## src/rtl/isa_pkg.sv

```systemverilog
`default_nettype none

package isa_pkg;

  // ALU operations
  typedef enum logic [4:0] {
    alu_add,
    alu_sub,
    alu_or,
    alu_xor,
    alu_nor,
    alu_and,
    alu_pass_a,
    alu_pass_b,
    alu_sll,
    alu_srl,
    alu_sra,
    alu_lui,
    alu_movz,
    alu_movn,
    alu_seb,
    alu_seh,
    alu_ext,
    alu_ins,
    alu_mul_lo
  } alu_op_t;

  // Stage result select
  typedef enum logic {
    res_alu,
    res_set
  } alu_res_t;

  // HI/LO operations
  typedef enum logic [2:0] {
    md_none,
    md_mthi,
    md_mtlo,
    md_mfhi,
    md_mflo,
    md_mul,
    md_madd,
    md_div
  } muldiv_op_t;

  // Branch conditions
  typedef enum logic [2:0] {
    cond_unconditional,
    cond_eq,
    cond_ne,
    cond_gt,
    cond_ge,
    cond_lt,
    cond_le
  } cond_t;

endpackage

`default_nettype wire

```

## src/rtl/pipe_pkg.sv

```systemverilog
`default_nettype none

package pipe_pkg;

  // One machine word
  localparam int data_width = 32;

  // 32 architectural registers
  localparam int reg_idx_width = 5;

endpackage

`default_nettype wire

```

## src/rtl/operand_forward.sv

```systemverilog
`default_nettype none
`timescale 1ns/10ps

module operand_forward import isa_pkg::*, pipe_pkg::*; (
  input  logic [data_width-1:0]    a_val,
  input  logic [data_width-1:0]    b_val,
  input  logic [reg_idx_width-1:0] a_reg,
  input  logic                     a_reg_valid,
  input  logic [reg_idx_width-1:0] b_reg,
  input  logic                     b_reg_valid,
  input  logic [data_width-1:0]    imm,
  input  logic                     imm_valid,
  input  logic [data_width-1:0]    ex_mem_result,
  input  logic [reg_idx_width-1:0] ex_mem_dest,
  input  logic                     ex_mem_valid,
  input  logic [data_width-1:0]    wb_result,
  input  logic [reg_idx_width-1:0] wb_dest,
  input  logic                     wb_valid,
  output logic [data_width-1:0]    op_a,
  output logic [data_width-1:0]    op_b,
  output logic [data_width-1:0]    b_forwarded
);

  logic a_hit_ex_mem;
  logic a_hit_wb;
  logic b_hit_ex_mem;
  logic b_hit_wb;

  // r0 is hardwired to zero and never forwarded
  assign a_hit_ex_mem = ex_mem_valid && a_reg_valid && (a_reg == ex_mem_dest) && (a_reg != '0);
  assign a_hit_wb     = wb_valid && a_reg_valid && (a_reg == wb_dest) && (a_reg != '0);
  assign b_hit_ex_mem = ex_mem_valid && b_reg_valid && (b_reg == ex_mem_dest) && (b_reg != '0);
  assign b_hit_wb     = wb_valid && b_reg_valid && (b_reg == wb_dest) && (b_reg != '0);

  // Newest result wins
  assign op_a = a_hit_ex_mem ? ex_mem_result :
                a_hit_wb     ? wb_result     :
                               a_val;

  assign b_forwarded = b_hit_ex_mem ? ex_mem_result :
                       b_hit_wb     ? wb_result     :
                                      b_val;

  assign op_b = imm_valid ? imm : b_forwarded;

endmodule

`default_nettype wire

```

## config.mk

```make
export PLATFORM = sky130hd
export DESIGN_NAME = operand_forward
export DESIGN_NICKNAME = d
export VERILOG_FILES = /design/src/rtl/isa_pkg.sv /design/src/rtl/pipe_pkg.sv /design/src/rtl/operand_forward.sv
export SDC_FILE = /design/constraint.sdc
export NUM_CORES = 1
export LEC_CHECK = 0
export BUFFER_PORTS_ARGS = -buffer_cell sky130_fd_sc_hd__buf_2
export CORE_AREA = 2 2 110 112
export DETAILED_ROUTE_END_ITERATION = 10
export DIE_AREA = 0 0 112 114
export MAX_ROUTING_LAYER = met4
export REMOVE_ABC_BUFFERS = 1
export SLEW_MARGIN = 20
export SYNTH_ARGS = -nofsm -noshare
export SYNTH_HDL_FRONTEND = slang
export SYNTH_SLANG_ARGS = --single-unit
```

## constraint.sdc

```tcl
create_clock -name vclk -period 4.39
set_input_delay 0.878 -clock vclk [all_inputs]
set_output_delay 0.878 -clock vclk [all_outputs]
set_load 0.01 [all_outputs]
```

==> summary.log <==
INFO  worst_setup_path endpoint_required_time_on_the_critical_path=3.51ns
INFO  placed_design  place_hpwl=9750um
INFO  logic_synthesis yosys.cell_count.top_type=sky130_fd_sc_hd__nand2_1
INFO  logic_synthesis synthDominantCellAreaShare=16.5%
INFO  die            die-area=12,800um^2
INFO  drt            detailedRoute.firstPassIterationCount=4
INFO  timing         tightest_slew=1.09ns
INFO  placed_design  port-buffer-count=281
INFO  logic_synthesis synthesized_area_per_cell=5.96um^2
INFO  flow_run       maxCapViolCount=0
INFO  finish         sequential_area=0um^2
INFO  global_route   grt_first_pass_wirelength=17,500um
INFO  logic_synthesis syn_std_cell_area=2300um^2
INFO  power_and_ir_drop p_leak=1.85nW
INFO  global_route   vias_in_the_first_global_route=3,607
INFO  timing         finalHoldViolCount=0
INFO  timing         setup_ws=0.599ns
INFO  timing         number_of_setup_violations_in_the_final_report=0
INFO  logic_synthesis synth.area.top_cells=sky130_fd_sc_hd__mux2i_1 (17%), sky130_fd_sc_hd__nand2_1 (14%), sky130_fd_sc_hd__a31oi_1 (14%)
INFO  global_route   global_route.overflow_total=0
INFO  global_route   groute.usage.overall=16.8%
INFO  worst_setup_path critical_path.most_common_cell=sky130_fd_sc_hd__buf_2
INFO  timing         maxSlewHeadroom=26.9%
INFO  global_route   grt_antenna_before_repair=0
INFO  clock_network  post_cts_buffers=0
INFO  placed_design  placed_cells_incl_taps=792
INFO  run_status     run_status=complete, no violations
INFO  finish         synthToLayoutAreaGrowth=66.2%
INFO  power_and_ir_drop powerDensity=86.7nW/um^2
INFO  die            initial_core_util=19.7%
INFO  finish         nNetsFinal=832
INFO  timing         achievable-frequency=0.264GHz
INFO  logic_synthesis post_synth_most_frequent_cells=sky130_fd_sc_hd__nand2_1 (87), sky130_fd_sc_hd__a31oi_1 (52), sky130_fd_sc_hd__mux2i_1 (38)
INFO  drt            drt_first_iter_violations=167
INFO  finish         nClkBuffers=0
INFO  clock_network  post_cts.resized_instances=0
INFO  die            pin_count=281
INFO  die            number_of_placement_rows=40
INFO  placed_design  pre_cts_ws=0.586ns
INFO  logic_synthesis synth-seq-area-share=0%
INFO  finish         final_cell_count_no_fill=792
INFO  logic_synthesis syn_inst=387
INFO  logic_synthesis synth.yosys.warnings=0
INFO  timing         fin_hold_ws=2.08ns
INFO  finish         multi_input_combinational_cell_area=2110um^2
INFO  logic_synthesis yosys.area.top_type=sky130_fd_sc_hd__mux2i_1
INFO  die            design.core.area=11,700um^2
INFO  die            height_of_the_die=114um
INFO  finish         finalCoreUtilization=32.7%
INFO  worst_setup_path setup.worst_path.end_class=output port
INFO  placed_design  gp_congestion=0.893
INFO  timing         finalSetupTns=0ns
INFO  global_route   grt_max_degree=37
INFO  worst_setup_path crit_path_max_fanout=18
INFO  die            dieWidth=112um
INFO  worst_setup_path timing.critical_path.arrival=2.91ns
INFO  timing         setup_repair_after_global_routing_missed_its_margin=no
INFO  clock_network  postCtsHoldBufs=0
INFO  logic_synthesis synth_cell_type_count=28
INFO  timing         timing.final.max_slew_violations=0
INFO  worst_setup_path setup.worst_path.start_class=primary input
INFO  power_and_ir_drop max-vdd-ir-drop=0.0000397V
INFO  drt            post_drt_via_cell_ratio=4.81
INFO  worst_setup_path list_of_cells_traversed_by_the_critical_path=buf_2 > xnor2_1 > nand4_1 > nor3_4 > buf_12 > mux2i_1 > o21ai_0 > buf_2
INFO  finish         seq_cell_count=0
INFO  drt            wire_per_inst=14.7um
INFO  worst_setup_path critical_path_class=in2out
INFO  finish         final_layout_size_suffix_gt1_share=47.0%
INFO  timing         final_min_period_over_clock_period=86.4%
INFO  drt            finalWirelength=11,600um
INFO  timing         timing.final.crit_period=3.79ns
INFO  drt            vias=3,810
INFO  finish         filler_cell_count=1,347
INFO  worst_setup_path critical-path-max-stage-delay=0.86ns
INFO  drt            drc=0
INFO  worst_setup_path cp.buffers_inverters=3
INFO  worst_setup_path worst_path_max_delay_cell=sky130_fd_sc_hd__nor3_4
INFO  finish         n_antenna_cell=0
INFO  hold_path      timing.hold.worst.class=in2out
INFO  worst_setup_path timing.critical_path.max_delay_family=simple AND/OR/NAND/NOR gates
INFO  drt            drt.antenna.violating_nets=0
layout by cell type (no fill, tap or decap):
cell type,synthesis,layout
sky130_fd_sc_hd__a21oi_1,6,6
sky130_fd_sc_hd__nor4_1,1,1
sky130_fd_sc_hd__nor3_2,2,1
sky130_fd_sc_hd__nand2_1,87,87
sky130_fd_sc_hd__nor3_4,0,2
sky130_fd_sc_hd__nor3_1,7,6
sky130_fd_sc_hd__inv_1,6,6
sky130_fd_sc_hd__nor2_1,32,32
sky130_fd_sc_hd__or3_1,1,1
sky130_fd_sc_hd__nand2b_1,26,26
sky130_fd_sc_hd__nand4_1,3,3
sky130_fd_sc_hd__nor2b_4,0,1
sky130_fd_sc_hd__a31oi_1,52,52
sky130_fd_sc_hd__a221oi_1,2,2
sky130_fd_sc_hd__buf_2,14,281
sky130_fd_sc_hd__or4_1,2,2
sky130_fd_sc_hd__o21ai_2,1,1
sky130_fd_sc_hd__buf_4,4,12
sky130_fd_sc_hd__o21ai_1,1,1
sky130_fd_sc_hd__xor2_1,4,4
sky130_fd_sc_hd__buf_12,1,1
sky130_fd_sc_hd__xnor2_1,16,16
sky130_fd_sc_hd__nand4b_1,1,1
sky130_fd_sc_hd__o31ai_1,26,26
sky130_fd_sc_hd__o21ai_0,32,32
sky130_fd_sc_hd__mux2i_1,38,38
sky130_fd_sc_hd__a221oi_2,4,4
power breakdown:
part	internal (mW)	switching (mW)	leakage [nW]	total [mW]
logic	0.159	0.173	1.85	0.332
clock network	0	0	0	0
registers	0	0	0	0
total	0.159	0.173	1.85	0.332
kinds of logic (layout without fill, tap and decap cells):
family | after synthesis | in the layout | synth area share [%]
AO/OA/AOI/OAI | 124 | 124 | 34.8
AND/OR/NAND/NOR | 163 | 163 | 31.5
multiplexers | 38 | 38 | 16.5
buffers and inverters | 42 | 300 | 9.61
XOR/XNOR | 20 | 20 | 7.60
area by class of cell:
cell class,instances,share of cell area (%)
inverters,6,0.588
multi-input cells,345,55.0
well taps,147,4.80
repair buffers,294,39.6
per-layer routing:
layer	vias up	wire length (um)	track usage, %	part of all wire, %
li1	1926	-	-	-
met1	1708	5010	21.0	43
met2	171	5820	30.8	50
met3	5	760	1.33	6.5
met4	0	58	1.38	0.50
met5	-	0	-	0
metrics by stage:
step                      power (mW)  area, um^2
after detailed placement       0.333        3830
final                          0.332        3830
after global routing           0.364        3830
after global placement         0.333        3830
after CTS                      0.334        3830
after floorplan                0.138        2110
final timing paths:
| path | startpoint | to | slack [ns] | cells after the start |
|---|---|---|---|---|
| setup / recovery | wb_dest[1] | op_a[31] | 0.60 | 8 |
| hold / removal | ex_mem_result[11] | op_a[11] | 2.08 | 4 |
worst min-delay path, delay by kind of cell:
family,cells,cell delay [ns]
AOI/OAI and AO/OA,1,0.05
buffers and inverters,2,0.22
and+or+nand+nor,1,0.04
No activity file was read; power rests on OpenSTA's default activity.
