`src/rtl/isa_pkg.sv`:
```
`default_nettype none

package isa_pkg;

  // ALU operations
  typedef enum logic [4:0] {
    alu_add,
    alu_sub,
    alu_or,
    alu_xor,
    alu_nor,
    alu_and,
    alu_pass_a,
    alu_pass_b,
    alu_sll,
    alu_srl,
    alu_sra,
    alu_lui,
    alu_movz,
    alu_movn,
    alu_seb,
    alu_seh,
    alu_ext,
    alu_ins,
    alu_mul_lo
  } alu_op_t;

  // Stage result select
  typedef enum logic {
    res_alu,
    res_set
  } alu_res_t;

  // HI/LO operations
  typedef enum logic [2:0] {
    md_none,
    md_mthi,
    md_mtlo,
    md_mfhi,
    md_mflo,
    md_mul,
    md_madd,
    md_div
  } muldiv_op_t;

  // Branch conditions
  typedef enum logic [2:0] {
    cond_unconditional,
    cond_eq,
    cond_ne,
    cond_gt,
    cond_ge,
    cond_lt,
    cond_le
  } cond_t;

endpackage

`default_nettype wire

```
`src/rtl/pipe_pkg.sv`:
```
`default_nettype none

package pipe_pkg;

  // One machine word
  localparam int data_width = 32;

  // 32 architectural registers
  localparam int reg_idx_width = 5;

endpackage

`default_nettype wire

```
`src/rtl/result_pipe.sv`:
```
`default_nettype none
`timescale 1ns/10ps

module result_pipe import isa_pkg::*, pipe_pkg::*; (
  input  logic                     clock,
  input  logic                     reset_n,
  input  logic [data_width-1:0]    ex_result,
  input  logic [reg_idx_width-1:0] ex_dest,
  input  logic                     ex_write,
  output logic [data_width-1:0]    ex_mem_result,
  output logic [reg_idx_width-1:0] ex_mem_dest,
  output logic                     ex_mem_valid,
  output logic [data_width-1:0]    wb_result,
  output logic [reg_idx_width-1:0] wb_dest,
  output logic                     wb_valid
);

  // Valid bits
  always_ff @(posedge clock or negedge reset_n) begin
    if (!reset_n) begin
      ex_mem_valid <= 1'b0;
      wb_valid     <= 1'b0;
    end else begin
      ex_mem_valid <= ex_write;
      wb_valid     <= ex_mem_valid;
    end
  end

  // Payload moves every cycle
  always_ff @(posedge clock) begin
    ex_mem_result <= ex_result;
    ex_mem_dest   <= ex_dest;
    wb_result     <= ex_mem_result;
    wb_dest       <= ex_mem_dest;
  end

endmodule

`default_nettype wire
```
`config.mk`:
```
export PLATFORM = sky130hd
export DESIGN_NAME = result_pipe
export DESIGN_NICKNAME = d
export VERILOG_FILES = /design/src/rtl/isa_pkg.sv /design/src/rtl/pipe_pkg.sv /design/src/rtl/result_pipe.sv
export SDC_FILE = /design/constraint.sdc
export NUM_CORES = 1
export LEC_CHECK = 0
export BUFFER_PORTS_ARGS = -buffer_cell sky130_fd_sc_hd__clkbuf_2
export CORE_MARGIN = 3
export CORE_UTILIZATION = 40
export DETAILED_ROUTE_END_ITERATION = 12
export GPL_TIMING_DRIVEN = 0
export PLACE_DENSITY = 0.88
export SYNTH_ARGS = -nofsm -noshare
export SYNTH_HDL_FRONTEND = slang
export SYNTH_SLANG_ARGS = --single-unit
```
`constraint.sdc`:
```
create_clock -name clock -period 1.01 [get_ports clock]
set_input_delay 0.101 -clock clock [delete_from_list [all_inputs] [get_ports clock]]
set_output_delay 0.101 -clock clock [all_outputs]
set_load 0.02 [all_outputs]
```
==> flow_metrics.env, run 1 <==
export IMPL_status="finished clean"
export IMPL_synth_compound_area_share_pct=0
export IMPL_synth_fa_ha_area_share_pct=0
export IMPL_vias=1181
export IMPL_slew_violations=0
export IMPL_synth_simple_area_share_pct=0
export IMPL_dp_hpwl_um=2520
export IMPL_fill_cells=191
export IMPL_skew_ns=0.007699
export IMPL_crit_buf_inv=1
export IMPL_first_pass_iters=3
export IMPL_syn_to_final_growth_pct=84.64
export IMPL_crit_type="flop to output pin"
export IMPL_hp_class="primary input to async pin"
export IMPL_avgSynthCellArea_um2=20.15
export IMPL_final_cell_mix="clkbuf_2 (98), dfxtp_1 (72), dlygate4sd3_1 (39)"
export IMPL_multi_input_gates=0
export IMPL_pwr_share_clk_pct=42.2
export IMPL_syn_instance_count=76
export IMPL_seqPwrFrac_pct=48.9
export IMPL_clockRootBuffer="clkbuf_8"
export IMPL_endpoint_kind="output pin"
export IMPL_met3_usage_pct=13.46
export IMPL_synth_area_top_cells="dfxtp_1 (97%), dfrtp_1 (3.3%)"
export IMPL_gp_congestion=0.7401
export IMPL_slowest_stage="dfrtp_1"
export IMPL_grt_pass1_vias=1325
export IMPL_internal_power_uw=5081
export IMPL_worst_pin_slew_ns=0.1459
export IMPL_htreeDepth=3
export IMPL_slew_headroom_pct=90.31
export IMPL_synthMuxAreaShare_pct=0
export IMPL_synth_distinct_cells=2
export IMPL_n_antenna_cell=0
export IMPL_crit_arrival_ns=0.88
export IMPL_numCtsBuffers=9
export IMPL_p_total_uw=6587
export IMPL_powerDensity_nw_per_um2=2329
export IMPL_clockBufferDepth=2
export IMPL_final_core_util_pct=80.31
export IMPL_finalHoldViolations=0
export IMPL_io_pins=116
export IMPL_final_common_cell="clkbuf_2"
export IMPL_period_share_pct=96.79
export IMPL_die_h_um=67.88
export IMPL_crit_path_start_kind="flop"
export IMPL_drive_gt1_share_pct=54.25
export IMPL_r2r_end="wb_valid"
export IMPL_grt_busiest_layer="met2"
export IMPL_yosysWarnings=0
export IMPL_yosys_area_top_type_share_pct=96.73
export IMPL_met2_usage_pct=37.42
export IMPL_drc=0
export IMPL_wl_um=4487
export IMPL_regToRegStartpoint="ex_mem_valid"
export IMPL_crit_start="ex_mem_valid"
export IMPL_path_clk_slew_ns=0.07
export IMPL_synth_area_um2=1531
export IMPL_clock_latency_ns=0.33
export IMPL_cp_top_family="flip-flops"
export IMPL_vias_per_cell=4.031
export IMPL_overflow=0
export IMPL_layout_min_cycle_time_ns=0.9776
export IMPL_ff_latch_area_um2=1534
export IMPL_port_buffer_count=115
export IMPL_irDropWorstVdd_mv=1.534
export IMPL_slowest_delay_ns=0.39
export IMPL_grt_pass1_wl_um=6720
export IMPL_cts_tree="yes"
export IMPL_required_ns=0.91
export IMPL_row_count=21
export IMPL_swShare_pct=22.86
export IMPL_cts_sinks=76
export IMPL_cap_violations=0
export IMPL_grt_antenna_before_repair=0
export IMPL_nNetsFinal=282
export IMPL_grt_met1_usage_pct=20.51
export IMPL_grt_max_degree=15
export IMPL_finalSetupViolations=0
export IMPL_crit_fanout=2
export IMPL_syn_nets=116
export IMPL_ys_ff_latch=76
export IMPL_dieArea_um2=4607
export IMPL_core_area_um2=3521
export IMPL_antenna_left=0
export IMPL_wire_per_inst_um=15.31
export IMPL_grtUsageTotal_pct=21.25
export IMPL_yosys_area_top_type="dfxtp_1"
export IMPL_die_w_um=67.88
export IMPL_synthXorXnorAreaFrac_pct=0
export IMPL_p_comb_share_pct=8.9
export IMPL_start_util_pct=43.50
export IMPL_r2r_slack_ns=0.39
export IMPL_r2r_cells=1
export IMPL_seq_area_frac_synth_pct=100.0
export IMPL_power_switching_uw=1506
export IMPL_path_cells="buf_4"
export IMPL_power_leakage_uw=0.001420
export IMPL_fmax_mhz=1023
export IMPL_drtIter0Drc=18
export IMPL_multi_input_area_um2=0
==> routing by layer <==
layer,vias to the layer above,part of all wire (%)
met2,80,51
met1,532,36
li1,567,-
met3,2,12
met4,0,0.27
met5,-,0
==> Yosys cell counts (all sizes together) <==
master,instances
dfrtp,2
dfxtp,74
==> sequential cells by signal, summed over array words and instances, names as in the netlist <==
name and count:
ex_mem_valid 1, ex_mem_dest 5, wb_valid 1, wb_result 32, ex_mem_result 32, wb_dest 5
==> power by group through the flow <==
stage               registers, uW  clock network, uW  logic [uW]
floorplan                    3490                  0           0
global placement             3280                  0         439
detailed placement           3290                  0         444
CTS                          3220               2770         564
global route                 3240               2940         620
finish                       3220               2780         584
==> cells by family after synthesis <==
family  count (synthesis)
flops                  76
==> per-stage QoR <==
stage	worst slack (ns)	hold slack (ns)	instance area (um2)	setup TNS (ns)	instances
floorplan	0.4277	-0.1946	1531	0	76
global placement	0.4021	-0.1147	2165	0	237
detailed placement	0.3877	-0.1086	2165	0	237
CTS	0.01349	0.06240	2800	0	292
global route	-0.008417	0.06606	2828	-0.008417	293
finish	0.03243	0.07556	2828	0	293
==> cell type report <==
type,instances,area share [%]
well taps,46,2.035
flip-flops and latches,76,54.25
clock inverters,7,4.292
clock buffers,9,4.381
repair buffers,155,35.04
==> worst max path at each step <==
stage / end / depth (start not counted)
global placement: ex_mem_valid / 1
detailed placement: ex_mem_valid / 1
global route: ex_mem_valid / 1
CTS: ex_mem_dest[1] / 1
finish: ex_mem_valid / 1
floorplan: wb_valid / 0
==> repair_timing <==
| item | in CTS | in global routing |
|---|---|---|
| resized for setup | 0 | 26 |
| buffers inserted | 0 | 1 |
| endpoints found under the setup margin | 0 | 17 |
| endpoints found under the hold margin | 40 | 0 |
| hold buffers | 39 | 0 |
No activity file was read; power rests on OpenSTA's default activity.
==> inputs of run 2 (changes only) <==
--- a/config.mk
+++ b/config.mk
@@ -6,10 +6,11 @@
 export NUM_CORES = 1
 export LEC_CHECK = 0
 export BUFFER_PORTS_ARGS = -buffer_cell sky130_fd_sc_hd__clkbuf_2
+export CAP_MARGIN = 20
 export CORE_MARGIN = 3
 export CORE_UTILIZATION = 40
 export DETAILED_ROUTE_END_ITERATION = 12
-export GPL_TIMING_DRIVEN = 0
+export GPL_ROUTABILITY_DRIVEN = 0
 export PLACE_DENSITY = 0.88
 export SYNTH_ARGS = -nofsm -noshare
 export SYNTH_HDL_FRONTEND = slang
==> run 2 against run 1 <==
Combinational power fell by 3%. Utilization fell by 2.8 points. Global-route usage fell by 1.5 points. Fmax rose by 1.6%. Final area fell by 3.5%. Non-clock buffer count fell by 1. Total power fell by 13%. Wire length fell by 5.6%. First-iteration DRC count rose by 110%. Sequential share of layout area rose by 1.9 points. Critical path type unchanged.
==> flow_metrics.env, run 2 (synthesis results as in run 1) <==
export IMPL_layout_min_cycle_time_ns=0.9622
export IMPL_r2r_slack_ns=0.52
export IMPL_final_cells=291
export IMPL_clockBufferDepth=2
export IMPL_r2r_cells=0
export IMPL_wire_per_inst_um=14.56
export IMPL_n_antenna_cell=0
export IMPL_crit_path_start_kind="flop"
export IMPL_slew_headroom_pct=90.40
export IMPL_final_area_um2=2728
export IMPL_dieArea_um2=4607
export IMPL_power_leakage_uw=0.001375
export IMPL_ff_latch_area_um2=1531
export IMPL_final_cell_mix="clkbuf_2 (112), dfxtp_1 (74), dlygate4sd3_1 (39)"
export IMPL_nNetsFinal=281
export IMPL_row_count=21
export IMPL_vias_per_cell=4.000
export IMPL_crit_fanout=2
export IMPL_io_pins=116
export IMPL_cts_sinks=76
export IMPL_wl_um=4236
export IMPL_first_pass_iters=4
export IMPL_crit_type="flop to output pin"
export IMPL_powerDensity_nw_per_um2=2094
export IMPL_r2r_end="wb_valid"
export IMPL_final_common_cell="clkbuf_2"
export IMPL_dp_cells=237
export IMPL_finalSetupViolations=0
export IMPL_start_util_pct=43.50
export IMPL_period_share_pct=95.27
export IMPL_die_h_um=67.88
export IMPL_overflow=0
export IMPL_crit_arrival_ns=0.86
export IMPL_cap_violations=0
export IMPL_setup_tns_ns=0
export IMPL_path_clk_slew_ns=0.07
export IMPL_required_ns=0.91
export IMPL_numCtsBuffers=9
export IMPL_path_cells="clkbuf_2"
export IMPL_post_cts_buffers=0
export IMPL_clockRootBuffer="clkbuf_8"
export IMPL_placed_area_um2=2165
export IMPL_grt_max_degree=13
export IMPL_grt_antenna_before_repair=0
export IMPL_slowest_stage="dfxtp_1"
export IMPL_regToRegStartpoint="ex_mem_valid"
export IMPL_irDropWorstVdd_mv=1.439
export IMPL_antenna_left=0
export IMPL_slowest_delay_ns=0.36
export IMPL_status="finished clean"
export IMPL_clock_latency_ns=0.32
export IMPL_grt_setup_unrepaired="no"
export IMPL_grt_pass1_wl_um=6265
export IMPL_fill_cells=212
export IMPL_worst_pin_slew_ns=0.1446
export IMPL_drc=0
export IMPL_hp_class="primary input to async pin"
export IMPL_cp_top_family="flip-flops"
export IMPL_syn_to_final_growth_pct=78.10
export IMPL_core_area_um2=3521
export IMPL_endpoint_kind="output pin"
export IMPL_crit_buf_inv=1
export IMPL_die_w_um=67.88
export IMPL_fmax_mhz=1039
export IMPL_drive_gt1_share_pct=52.65
export IMPL_skew_ns=0.004778
export IMPL_grt_pass1_vias=1296
export IMPL_htreeDepth=3
export IMPL_finalHoldViolations=0
export IMPL_grtUsageTotal_pct=19.71
export IMPL_slew_violations=0
export IMPL_drtIter0Drc=37
export IMPL_multi_input_area_um2=0
export IMPL_top_regs="ex_mem_result x32, wb_result x32"
export IMPL_multi_input_gates=0
export IMPL_vias=1164
export IMPL_cts_tree="yes"
export IMPL_port_buffer_count=115
## run 2: cell count changes in the layout (fill, tap and decap cells not counted), sizes merged
cell	change
bufinv	-3
clkinv	+1
buf	-15
clkbuf	+16
inv	-2
clkinvlp	+1
## run 2: how the worst max path moves through the flow
stage                      start  depth (start not counted)           endpoint
2_1_floorplan       ex_mem_valid                          0           wb_valid
5_1_grt        ex_mem_result[26]                          1  ex_mem_result[26]
3_5_place_dp        ex_mem_valid                          1       ex_mem_valid
6_report       ex_mem_result[29]                          1  ex_mem_result[29]
4_1_cts             ex_mem_valid                          1       ex_mem_valid
3_3_place_gp       wb_result[29]                          1      wb_result[29]
## run 2: per-stage QoR
stage	power [uW]	util, %	setup WS [ns]	hold WS, ns
CTS	5739	77.33	0.03153	0.06423
finish	5712	77.47	0.04782	0.1072
floorplan	3487	-	0.4277	-0.1946
detailed placement	3733	61.48	0.3985	-0.1105
global route	5962	77.47	0.0003401	0.1034
global placement	3715	61.48	0.3908	-0.1137
## run 2: cell type report
type,instances,share of cell area [%]
Clock inverter,4,0.9633
Timing Repair Buffer,154,35.60
Tap cell,46,2.110
Sequential cell,76,56.15
Clock buffer,11,5.183
## run 2: power by group
part | internal [uW] | total [uW] | leakage, uW | switching (uW)
clock | 942 | 1920 | 0.0000852 | 977
sequential | 3160 | 3230 | 0.000648 | 65.2
combinational | 254 | 568 | 0.000642 | 314
total | 4360 | 5710 | 0.00137 | 1360
## run 2: repair_timing
item                                    4_1_cts  5_1_grt
hold buffers                                 39        0
endpoints found under the setup margin        0        3
gates resized for setup                       0        5
hold endpoints to repair                     40        0
## run 2: per-layer routing
layer,share of wire [%],vias up,GRT usage [%]
met3,13,9,11.99
met2,52,79,35.12
li1,-,566,-
met5,0,-,0
met1,34,510,17.96
met4,1.3,0,7.940
