File: config.mk
export PLATFORM = sky130hd
export DESIGN_NAME = branch_resolve
export DESIGN_NICKNAME = d
export VERILOG_FILES = /design/src/rtl/isa_pkg.sv /design/src/rtl/pipe_pkg.sv /design/src/rtl/branch_resolve.sv
export SDC_FILE = /design/constraint.sdc
export NUM_CORES = 1
export LEC_CHECK = 0
export BUFFER_PORTS_ARGS = -buffer_cell sky130_fd_sc_hd__buf_2
export CAP_MARGIN = 5
export CELL_PAD_IN_SITES_DETAIL_PLACEMENT = 0
export CELL_PAD_IN_SITES_GLOBAL_PLACEMENT = 1
export CORE_AREA = 2 2 90 70
export DETAILED_ROUTE_END_ITERATION = 10
export DIE_AREA = 0 0 92 72
export GPL_TIMING_DRIVEN = 0
export MAX_ROUTING_LAYER = met4
export PLACE_DENSITY_LB_ADDON = 0.1
export SLEW_MARGIN = 5
export SYNTH_ARGS = -nofsm -noshare
export SYNTH_HDL_FRONTEND = slang
export SYNTH_SLANG_ARGS = --single-unit
File: constraint.sdc
create_clock -name vclk -period 1.55
set_clock_uncertainty 0.05 [all_clocks]
set_input_delay 0.31 -clock vclk [all_inputs]
set_output_delay 0.31 -clock vclk [all_outputs]
set_load 0.02 [all_outputs]
File: src/rtl/isa_pkg.sv
`default_nettype none

package isa_pkg;

  // ALU operations
  typedef enum logic [4:0] {
    alu_add,
    alu_sub,
    alu_or,
    alu_xor,
    alu_nor,
    alu_and,
    alu_pass_a,
    alu_pass_b,
    alu_sll,
    alu_srl,
    alu_sra,
    alu_lui,
    alu_movz,
    alu_movn,
    alu_seb,
    alu_seh,
    alu_ext,
    alu_ins,
    alu_mul_lo
  } alu_op_t;

  // Stage result select
  typedef enum logic {
    res_alu,
    res_set
  } alu_res_t;

  // HI/LO operations
  typedef enum logic [2:0] {
    md_none,
    md_mthi,
    md_mtlo,
    md_mfhi,
    md_mflo,
    md_mul,
    md_madd,
    md_div
  } muldiv_op_t;

  // Branch conditions
  typedef enum logic [2:0] {
    cond_unconditional,
    cond_eq,
    cond_ne,
    cond_gt,
    cond_ge,
    cond_lt,
    cond_le
  } cond_t;

endpackage

`default_nettype wire

File: src/rtl/pipe_pkg.sv
`default_nettype none

package pipe_pkg;

  // One machine word
  localparam int data_width = 32;

  // 32 architectural registers
  localparam int reg_idx_width = 5;

endpackage

`default_nettype wire

File: src/rtl/branch_resolve.sv
`default_nettype none
`timescale 1ns/10ps

module branch_resolve import isa_pkg::*, pipe_pkg::*; (
  input  logic                  issue_valid,
  input  logic [data_width-1:0] op_a,
  input  logic [data_width-1:0] b_forwarded,
  input  logic [data_width-1:0] imm,
  input  logic                  imm_valid,
  input  logic                  jmp_inst,
  input  logic                  branch_inst,
  input  cond_t                 branch_cond,
  output logic [data_width-1:0] new_pc,
  output logic                  new_pc_valid
);

  logic a_eq_b;
  logic a_gez;
  logic a_gtz;
  logic cond_ok;

  // Forwarded B since the immediate carries the target
  assign a_eq_b = (op_a == b_forwarded);
  assign a_gez  = ~op_a[data_width-1];
  assign a_gtz  = a_gez && (op_a != '0);

  always_comb begin
    case (branch_cond)
      cond_unconditional: cond_ok = 1'b1;
      cond_eq:            cond_ok = a_eq_b;
      cond_ne:            cond_ok = ~a_eq_b;
      cond_gt:            cond_ok = a_gtz;
      cond_ge:            cond_ok = a_gez;
      cond_lt:            cond_ok = ~a_gez;
      cond_le:            cond_ok = ~a_gtz;
      default:            cond_ok = 1'b0;
    endcase
  end

  assign new_pc       = imm_valid ? imm : op_a;
  assign new_pc_valid = issue_valid && (jmp_inst || (branch_inst && cond_ok));

endmodule

`default_nettype wire

==> results.ini, run 1 <==
[run_status]
run_status=finished, violations left
violations=negative setup slack

[cts]
cts_hold_fix_bufs=0

[grt]
antenna_violations_before_repair=0
globalRoute.totalOverflow=0
global_route_wire_length_before_repair_um=6480
grt_max_degree=11
grt_util_all_layers_pct=12.4
grt_pass1_vias=1330

[drt]
vias=1317
drt-initial-drc-count=26
drt_first_pass_iters=4
antenna_violating_nets_post_route=0
wire_per_inst_um=13.9
drt-total-wl_um=4400
vias_per_cell=4.15
drc_errors=0

[pwr]
comb_power_share_pct=100.0
power.share.clock_pct=0
power.share.switching_pct=50.2
p_leak_nw=0.908
cell_internal_pwr_mw=0.291
net_switching_power_figure_mw=0.294
power_density_nw_per_um2=303
irDropWorstVdd_uv=113
sequential_group_share_of_total_power_pct=0

[critical_path]
critical_setup_path_class=input port to output pin
critical_path_fanouts_max=2
required_ns=1.19
cp_slowest_cell=sky130_fd_sc_hd__o41a_1
start_kind=input port
critPathMostFrequentCell=sky130_fd_sc_hd__buf_6
critical-path-max-stage-delay_ns=0.46
cp_data_arrival_time_ns=1.78
critical_path.cell_chain=buf_6 -> xor2_2 -> nor4_2 -> nand4_1 -> o41a_1 -> a31oi_4 -> buf_6
cp-end-kind=output pin

[floorplanning]
initial_utilization_pct=15.6
pin_count=136
rows=24
chipHeight_um=72
die_width_um=92
core_um2=5710
total_die_area_um2=6620

[timing]
worst_tran_pin_value_ns=0.327
post-route-period-util_pct=138
final_max_slew_viols=0
number_of_hold_violations_in_the_final_report=0
max_freq_ghz=0.468
final_critical_path_setup_slack_ns=-0.586
setup_violations=1
period_minus_slack_ns=2.14
slew-limit-headroom_pct=78.0
grt_setup_unrepaired=yes
final.setup.tns_ns=-0.586

[synth]
synthesis.yosys.warnings=0
mapped_nets=206
synthCells=103
synth_top_area_cell=sky130_fd_sc_hd__mux2_2
synth_seq_area_share_pct=0
post_synth_instance_area_um2=891
yosysTopAreaCellShare_pct=40.4
synth_area_per_cell_um2=8.65
unique_masters_post_synth=16
ys_top_cells_by_area=sky130_fd_sc_hd__mux2_2, sky130_fd_sc_hd__xor2_1, sky130_fd_sc_hd__nor4_1

[final_layout]
seq_area_um2=0
antennaDiodeCount=0
flops_and_latches=0
drive_gt1_share_pct=80.8
clock_buffer_count=0
fillers=655
final_cells=317
design.final.nets=344
syn_to_final_growth_pct=117

[placed_design]
detailed_place_hpwl_um=3870
routabilityCongestion=0.725
io_buffer_count=135
numPlacedInstances=316

[run]
maxCapViolCount=0

[hold_path]
holdCritPathClass=input port to output pin

==> power groups by stage <==
stage,Clock (mW),Combinational [mW],Sequential [mW]
after floorplan,0,0.270,0
after global placement,0,0.528,0
after detailed placement,0,0.526,0
after CTS,0,0.569,0
after global routing,0,0.635,0
final,0,0.586,0
==> area by class of cell <==
cell class / instances / area [µm²] / area share (%)
multi-input combinational: 98 / 1010 / 52.5
buffer: 4 / 45.0 / 2.33
inverter: 1 / 3.75 / 0.194
timing repair buffer: 136 / 772 / 39.9
tap: 78 / 97.6 / 5.05
==> critical path: cells and delay by family <==
kind / cells / cell delay, ns
AOI/OAI and AO/OA: 2 / 0.61
and+or+nand+nor: 2 / 0.45
buffers and inverters: 2 / 0.23
xor gates and xnor gates: 1 / 0.17
==> repair_timing <==
item | 4_1_cts | 5_1_grt
resized for setup | 32 | 21
setup buffers | 0 | 1
setup endpoints to repair | 31 | 1
pin swaps | 16 | 13
==> synth_stat cells <==
library cell	count
sky130_fd_sc_hd__a31oi_1	2
sky130_fd_sc_hd__buf_1	3
sky130_fd_sc_hd__clkbuf_1	1
sky130_fd_sc_hd__inv_1	1
sky130_fd_sc_hd__mux2_2	32
sky130_fd_sc_hd__nand2_1	2
sky130_fd_sc_hd__nand4_1	4
sky130_fd_sc_hd__nor2_1	3
sky130_fd_sc_hd__nor2b_1	1
sky130_fd_sc_hd__nor4_1	12
sky130_fd_sc_hd__nor4_2	4
sky130_fd_sc_hd__nor4b_1	1
sky130_fd_sc_hd__o2111ai_1	1
sky130_fd_sc_hd__o21ai_0	3
sky130_fd_sc_hd__o41a_1	1
sky130_fd_sc_hd__xor2_1	32
==> through the flow <==
step / util, % / area [µm²] / power (mW) / worst slack (ns) / hold slack [ns]
after CTS: 32.0 / 1830 / 0.569 / -0.615 / 0.914
after detailed placement: 29.5 / 1680 / 0.526 / -0.886 / 0.912
after global routing: 33.9 / 1930 / 0.635 / -0.679 / 0.927
after floorplan: - / 910 / 0.270 / -0.265 / 0.752
after global placement: 29.5 / 1680 / 0.528 / -0.793 / 0.913
final: 33.9 / 1930 / 0.586 / -0.586 / 0.912
==> placed cells by master (no fill, tap or decap), types with 3 or more instances in the layout <==
cell type                 instances
sky130_fd_sc_hd__buf_4            4
sky130_fd_sc_hd__nor4_4           3
sky130_fd_sc_hd__xor2_1          26
sky130_fd_sc_hd__nor2_1           3
sky130_fd_sc_hd__xor2_2           6
sky130_fd_sc_hd__mux2_2          32
sky130_fd_sc_hd__nand4_1          4
sky130_fd_sc_hd__buf_6           15
sky130_fd_sc_hd__nor4_1           5
sky130_fd_sc_hd__buf_2          119
sky130_fd_sc_hd__nor4_2           8
==> worst paths after layout <==
| check | endpoint | cells after the start | from | slack, ns |
|---|---|---|---|---|
| setup / recovery | new_pc_valid | 7 | b_forwarded[15] | -0.59 |
| hold / removal | new_pc[14] | 3 | imm[14] | 0.91 |
==> metal layers <==
| metal | global-route usage (%) | wire [µm] | vias to the layer above |
|---|---|---|---|
| met5 | - | 0 | - |
| met4 | 1.82 | 50 | 0 |
| met3 | 0.415 | 241 | 4 |
| met2 | 21.2 | 2230 | 59 |
| met1 | 17.0 | 1880 | 594 |
| li1 | - | - | 660 |
==> logic make-up after synthesis <==
group | after synthesis | share of synthesized area (%)
xor gates and xnor gates | 32 | 31.5
and+or+nand+nor | 27 | 20.6
buffers and inverters | 5 | 2.11
AOI/OAI and AO/OA | 7 | 5.34
muxes | 32 | 40.4
No activity file was read; power rests on OpenSTA's default activity.
==> inputs of run 2 (changes only) <==
- CORE_AREA: 2 2 90 70 -> 3 3 91 71
- DIE_AREA: 0 0 92 72 -> 0 0 94 74
==> results.ini, run 2 (synthesized netlist as in run 1, its figures left out) <==
[run_status]
run_status=finished, violations left
violations=negative setup slack

[grt]
antenna_violations_before_repair=0
grt_pass1_vias=1322
globalRoute.totalOverflow=0
global_route_wire_length_before_repair_um=6500
grt_max_degree=11
grt_util_all_layers_pct=12.1

[final_layout]
final_cells=316
layout.cells.most_common_list=sky130_fd_sc_hd__buf_2, sky130_fd_sc_hd__mux2_2, sky130_fd_sc_hd__xor2_1
postLayoutCellArea_um2=1820
flops_and_latches=0
seq_area_um2=0
clock_buffer_count=0
drive_gt1_share_pct=78.2
design.final.nets=343
syn_to_final_growth_pct=104
layout_commonest_cell=sky130_fd_sc_hd__buf_2
antennaDiodeCount=0

[critical_path]
required_ns=1.19
cp-end-kind=output pin
critical_setup_path_class=input port to output pin
start_kind=input port
critical_path_fanouts_max=3
cp_data_arrival_time_ns=1.78

[timing]
max_freq_ghz=0.467
period_minus_slack_ns=2.14
post-route-period-util_pct=138
number_of_hold_violations_in_the_final_report=0
worst_tran_pin_value_ns=0.334
setup_violations=1
final_critical_path_setup_slack_ns=-0.591
slew-limit-headroom_pct=77.5
final_max_slew_viols=0
grt_setup_unrepaired=yes

[floorplanning]
core_um2=5710
pin_count=136
initial_utilization_pct=15.6
rows=24
chipHeight_um=74
die_width_um=94
total_die_area_um2=6960

[placed_design]
io_buffer_count=135
placement.cell_area_um2=1680
detailed_place_hpwl_um=4040
routabilityCongestion=0.707
numPlacedInstances=316

[drt]
drt-initial-drc-count=19
drc_errors=0
vias=1289
wire_per_inst_um=14.1
antenna_violating_nets_post_route=0
drt-total-wl_um=4470
vias_per_cell=4.08
drt_first_pass_iters=4

[cts]
postCtsSetupBuffers=0

[pwr]
p_leak_nw=0.877
power_density_nw_per_um2=307
irDropWorstVdd_uv=100

[hold_path]
holdCritPathClass=input port to output pin

[run]
maxCapViolCount=0

==> run 2: cell types whose count changed in the layout (fill, tap and decap cells not counted), sizes merged <==
cell  delta
buf      -1
==> run 2: what timing repair did <==
item | CTS | global route
pin swaps | 10 | 8
gates resized for setup | 22 | 12
hold buffers | 0 | 0
cloned | 0 | 0
endpoints found under the setup margin | 31 | 31
==> run 2: power by group <==
group,switching (mW),internal (mW),leakage (nW),total (mW)
logic,0.285,0.274,0.877,0.558
clock network,0,0,0,0
registers,0,0,0,0
==> run 2: final cells by class <==
| cell class | instances | area [µm²] |
|---|---|---|
| fillers | 651 | 3890 |
| plain buffers | 4 | 48.8 |
| multi-input cells | 98 | 951 |
| inverters | 1 | 3.75 |
| repair buffers | 135 | 718 |
| well taps | 78 | 97.6 |
==> run 2: final timing paths <==
| kind | slack (ns) | cells past startpoint | to | from |
|---|---|---|---|---|
| min | 0.91 | 3 | new_pc[8] | imm[8] |
| max | -0.59 | 7 | new_pc_valid | op_a[14] |
==> run 2: critical path, stage by stage <==
cell                      delay, ns
sky130_fd_sc_hd__buf_2         0.12
sky130_fd_sc_hd__xor2_1        0.17
sky130_fd_sc_hd__nor4_2        0.27
sky130_fd_sc_hd__nand4_1       0.18
sky130_fd_sc_hd__o41a_1        0.45
sky130_fd_sc_hd__a31oi_4       0.15
sky130_fd_sc_hd__buf_6         0.13
==> run 2: metrics by stage <==
step / utilization (%) / worst slack [ns] / hold WS [ns] / TNS [ns] / power (mW)
5_1_grt: 31.9 / -0.719 / 0.928 / -0.719 / 0.607
3_3_place_gp: 29.5 / -0.823 / 0.914 / -8.07 / 0.529
6_report: 31.9 / -0.591 / 0.914 / -0.591 / 0.558
2_1_floorplan: - / -0.265 / 0.752 / -0.265 / 0.270
3_5_place_dp: 29.5 / -0.811 / 0.915 / -6.26 / 0.527
4_1_cts: 31.0 / -0.619 / 0.916 / -0.619 / 0.554
==> run 2: routing by layer <==
metal,part of all wire [%],track usage [%],up-vias
li1,-,-,661
met1,42,16.3,567
met2,50,21.1,59
met3,7.2,0.809,2
met4,0.42,0.481,0
met5,0,-,-
==> inputs of run 3 (changes only) <==
- CORE_AREA: 3 3 91 71 -> 3 3 86 67
- DIE_AREA: 0 0 94 74 -> 0 0 89 70
- clock period: 1.55 -> 2.2 ns (I/O delays scaled with it)
==> results.ini, run 3 (synthesized netlist as in run 1, its figures left out) <==
[timing]
final_critical_path_setup_slack_ns=-0.212
slew-limit-headroom_pct=80.6
grt_setup_unrepaired=yes
post-route-period-util_pct=110
max_freq_ghz=0.415
period_minus_slack_ns=2.41
final_max_slew_viols=0
setup_violations=1
worst_hold_margin_ns=1.17
worst_tran_pin_value_ns=0.289
number_of_hold_violations_in_the_final_report=0

[critical_path]
critical-path-max-stage-delay_ns=0.39
critical_path_fanouts_max=2
cp_data_arrival_time_ns=1.92
cp_slowest_cell=sky130_fd_sc_hd__o41a_1
cp-end-kind=output pin
critical_setup_path_class=input port to output pin
required_ns=1.71
start_kind=input port
crit_path_start=b_forwarded[3]
critical_path.cell_chain=buf_2 -> xor2_1 -> nor4_2 -> nand4_1 -> o41a_1 -> a31oi_1 -> buf_4

[run_status]
run_status=finished, violations left
violations=negative setup slack

[drt]
drt_first_pass_iters=3
wire_per_inst_um=14.3
vias_per_cell=4.40
drt-total-wl_um=4270
vias=1312
antenna_violating_nets_post_route=0
drt-initial-drc-count=9
drc_errors=0

[run]
maxCapViolCount=0

[grt]
grt_pass1_vias=1346
grt_max_degree=11
global_route_wire_length_before_repair_um=6360
antenna_violations_before_repair=0
globalRoute.totalOverflow=0
grt_util_all_layers_pct=12.9

[final_layout]
layout.cells.most_common_list=sky130_fd_sc_hd__buf_2, sky130_fd_sc_hd__mux2_2, sky130_fd_sc_hd__xor2_1
postLayoutCellArea_um2=1760
drive_gt1_share_pct=77.3
clock_buffer_count=0
fillers=536
seq_area_um2=0
antennaDiodeCount=0
multi_input_area_um2=946
flops_and_latches=0
design.final.nets=343
syn_to_final_growth_pct=97.1
layout_commonest_cell=sky130_fd_sc_hd__buf_2

[placed_design]
detailed_place_hpwl_um=3900
pre_cts_ws_ns=-0.330
placement.cell_area_um2=1640
io_buffer_count=135
routabilityCongestion=0.722

[pwr]
p_leak_nw=0.862
power_density_nw_per_um2=217
irDropWorstVdd_uv=69.5

[floorplanning]
die_width_um=89
rows=22
chipHeight_um=70
initial_utilization_pct=18.1
pin_count=136
core_um2=4930
total_die_area_um2=6230

[hold_path]
holdCritPathClass=input port to output pin
min-delay-start=imm[13]

[cts]
postCtsSetupBuffers=0

==> run 3: cell count changes in the layout (fill, tap and decap cells not counted), moves of 2 or more <==
cell | before | now
sky130_fd_sc_hd__buf_8 | 2 | 0
sky130_fd_sc_hd__nor4_1 | 6 | 4
sky130_fd_sc_hd__buf_2 | 127 | 130
sky130_fd_sc_hd__buf_6 | 7 | 5
==> run 3: power breakdown <==
part | switching (mW) | internal (mW) | leakage, nW
registers | 0 | 0 | 0
logic | 0.197 | 0.184 | 0.862
clock network | 0 | 0 | 0
==> run 3: metal layers <==
| metal | global-route usage (%) | share of wire [%] | vias to the layer above |
|---|---|---|---|
| met1 | 16.7 | 43 | 572 |
| met5 | - | 0 | - |
| li1 | - | - | 665 |
| met3 | 0.825 | 9.3 | 0 |
| met4 | 0 | 0 | 0 |
| met2 | 23.2 | 47 | 75 |
==> run 3: stage by stage <==
step | instances | TNS (ns) | utilization [%] | total power [mW]
after detailed placement | 298 | -0.886 | 33.3 | 0.364
after global placement | 298 | -0.741 | 33.3 | 0.363
after floorplan | 103 | 0 | - | 0.186
after global routing | 298 | -0.352 | 35.6 | 0.415
after CTS | 298 | -0.222 | 35.1 | 0.382
final | 298 | -0.212 | 35.6 | 0.381
==> run 3: path summary, 6_finish.rpt <==
kind,end,depth (start not counted)
worst min-delay path,new_pc[13],3
worst max-delay path,new_pc_valid,7
==> run 3: critical path: cells and delay by family <==
family,cells,cell delay [ns]
AOI/OAI and AO/OA,2,0.56
buffers and inverters,2,0.26
xor gates and xnor gates,1,0.15
and+or+nand+nor,2,0.49
==> run 3: what timing repair did <==
| action | 4_1_cts | 5_1_grt |
|---|---|---|
| cloned | 0 | 0 |
| pin swaps | 14 | 0 |
| endpoints found under the setup margin | 21 | 10 |
| gates resized for setup | 19 | 6 |
| hold buffers | 0 | 0 |
| endpoints found under the hold margin | 0 | 0 |
==> run 3: area by class of cell <==
| cell class | count | area share, % |
|---|---|---|
| Buffer | 4 | 1.07 |
| Inverter | 1 | 0.214 |
| Timing Repair Buffer | 135 | 40.6 |
| Tap cell | 60 | 4.28 |
| Multi-Input combinational cell | 98 | 53.9 |
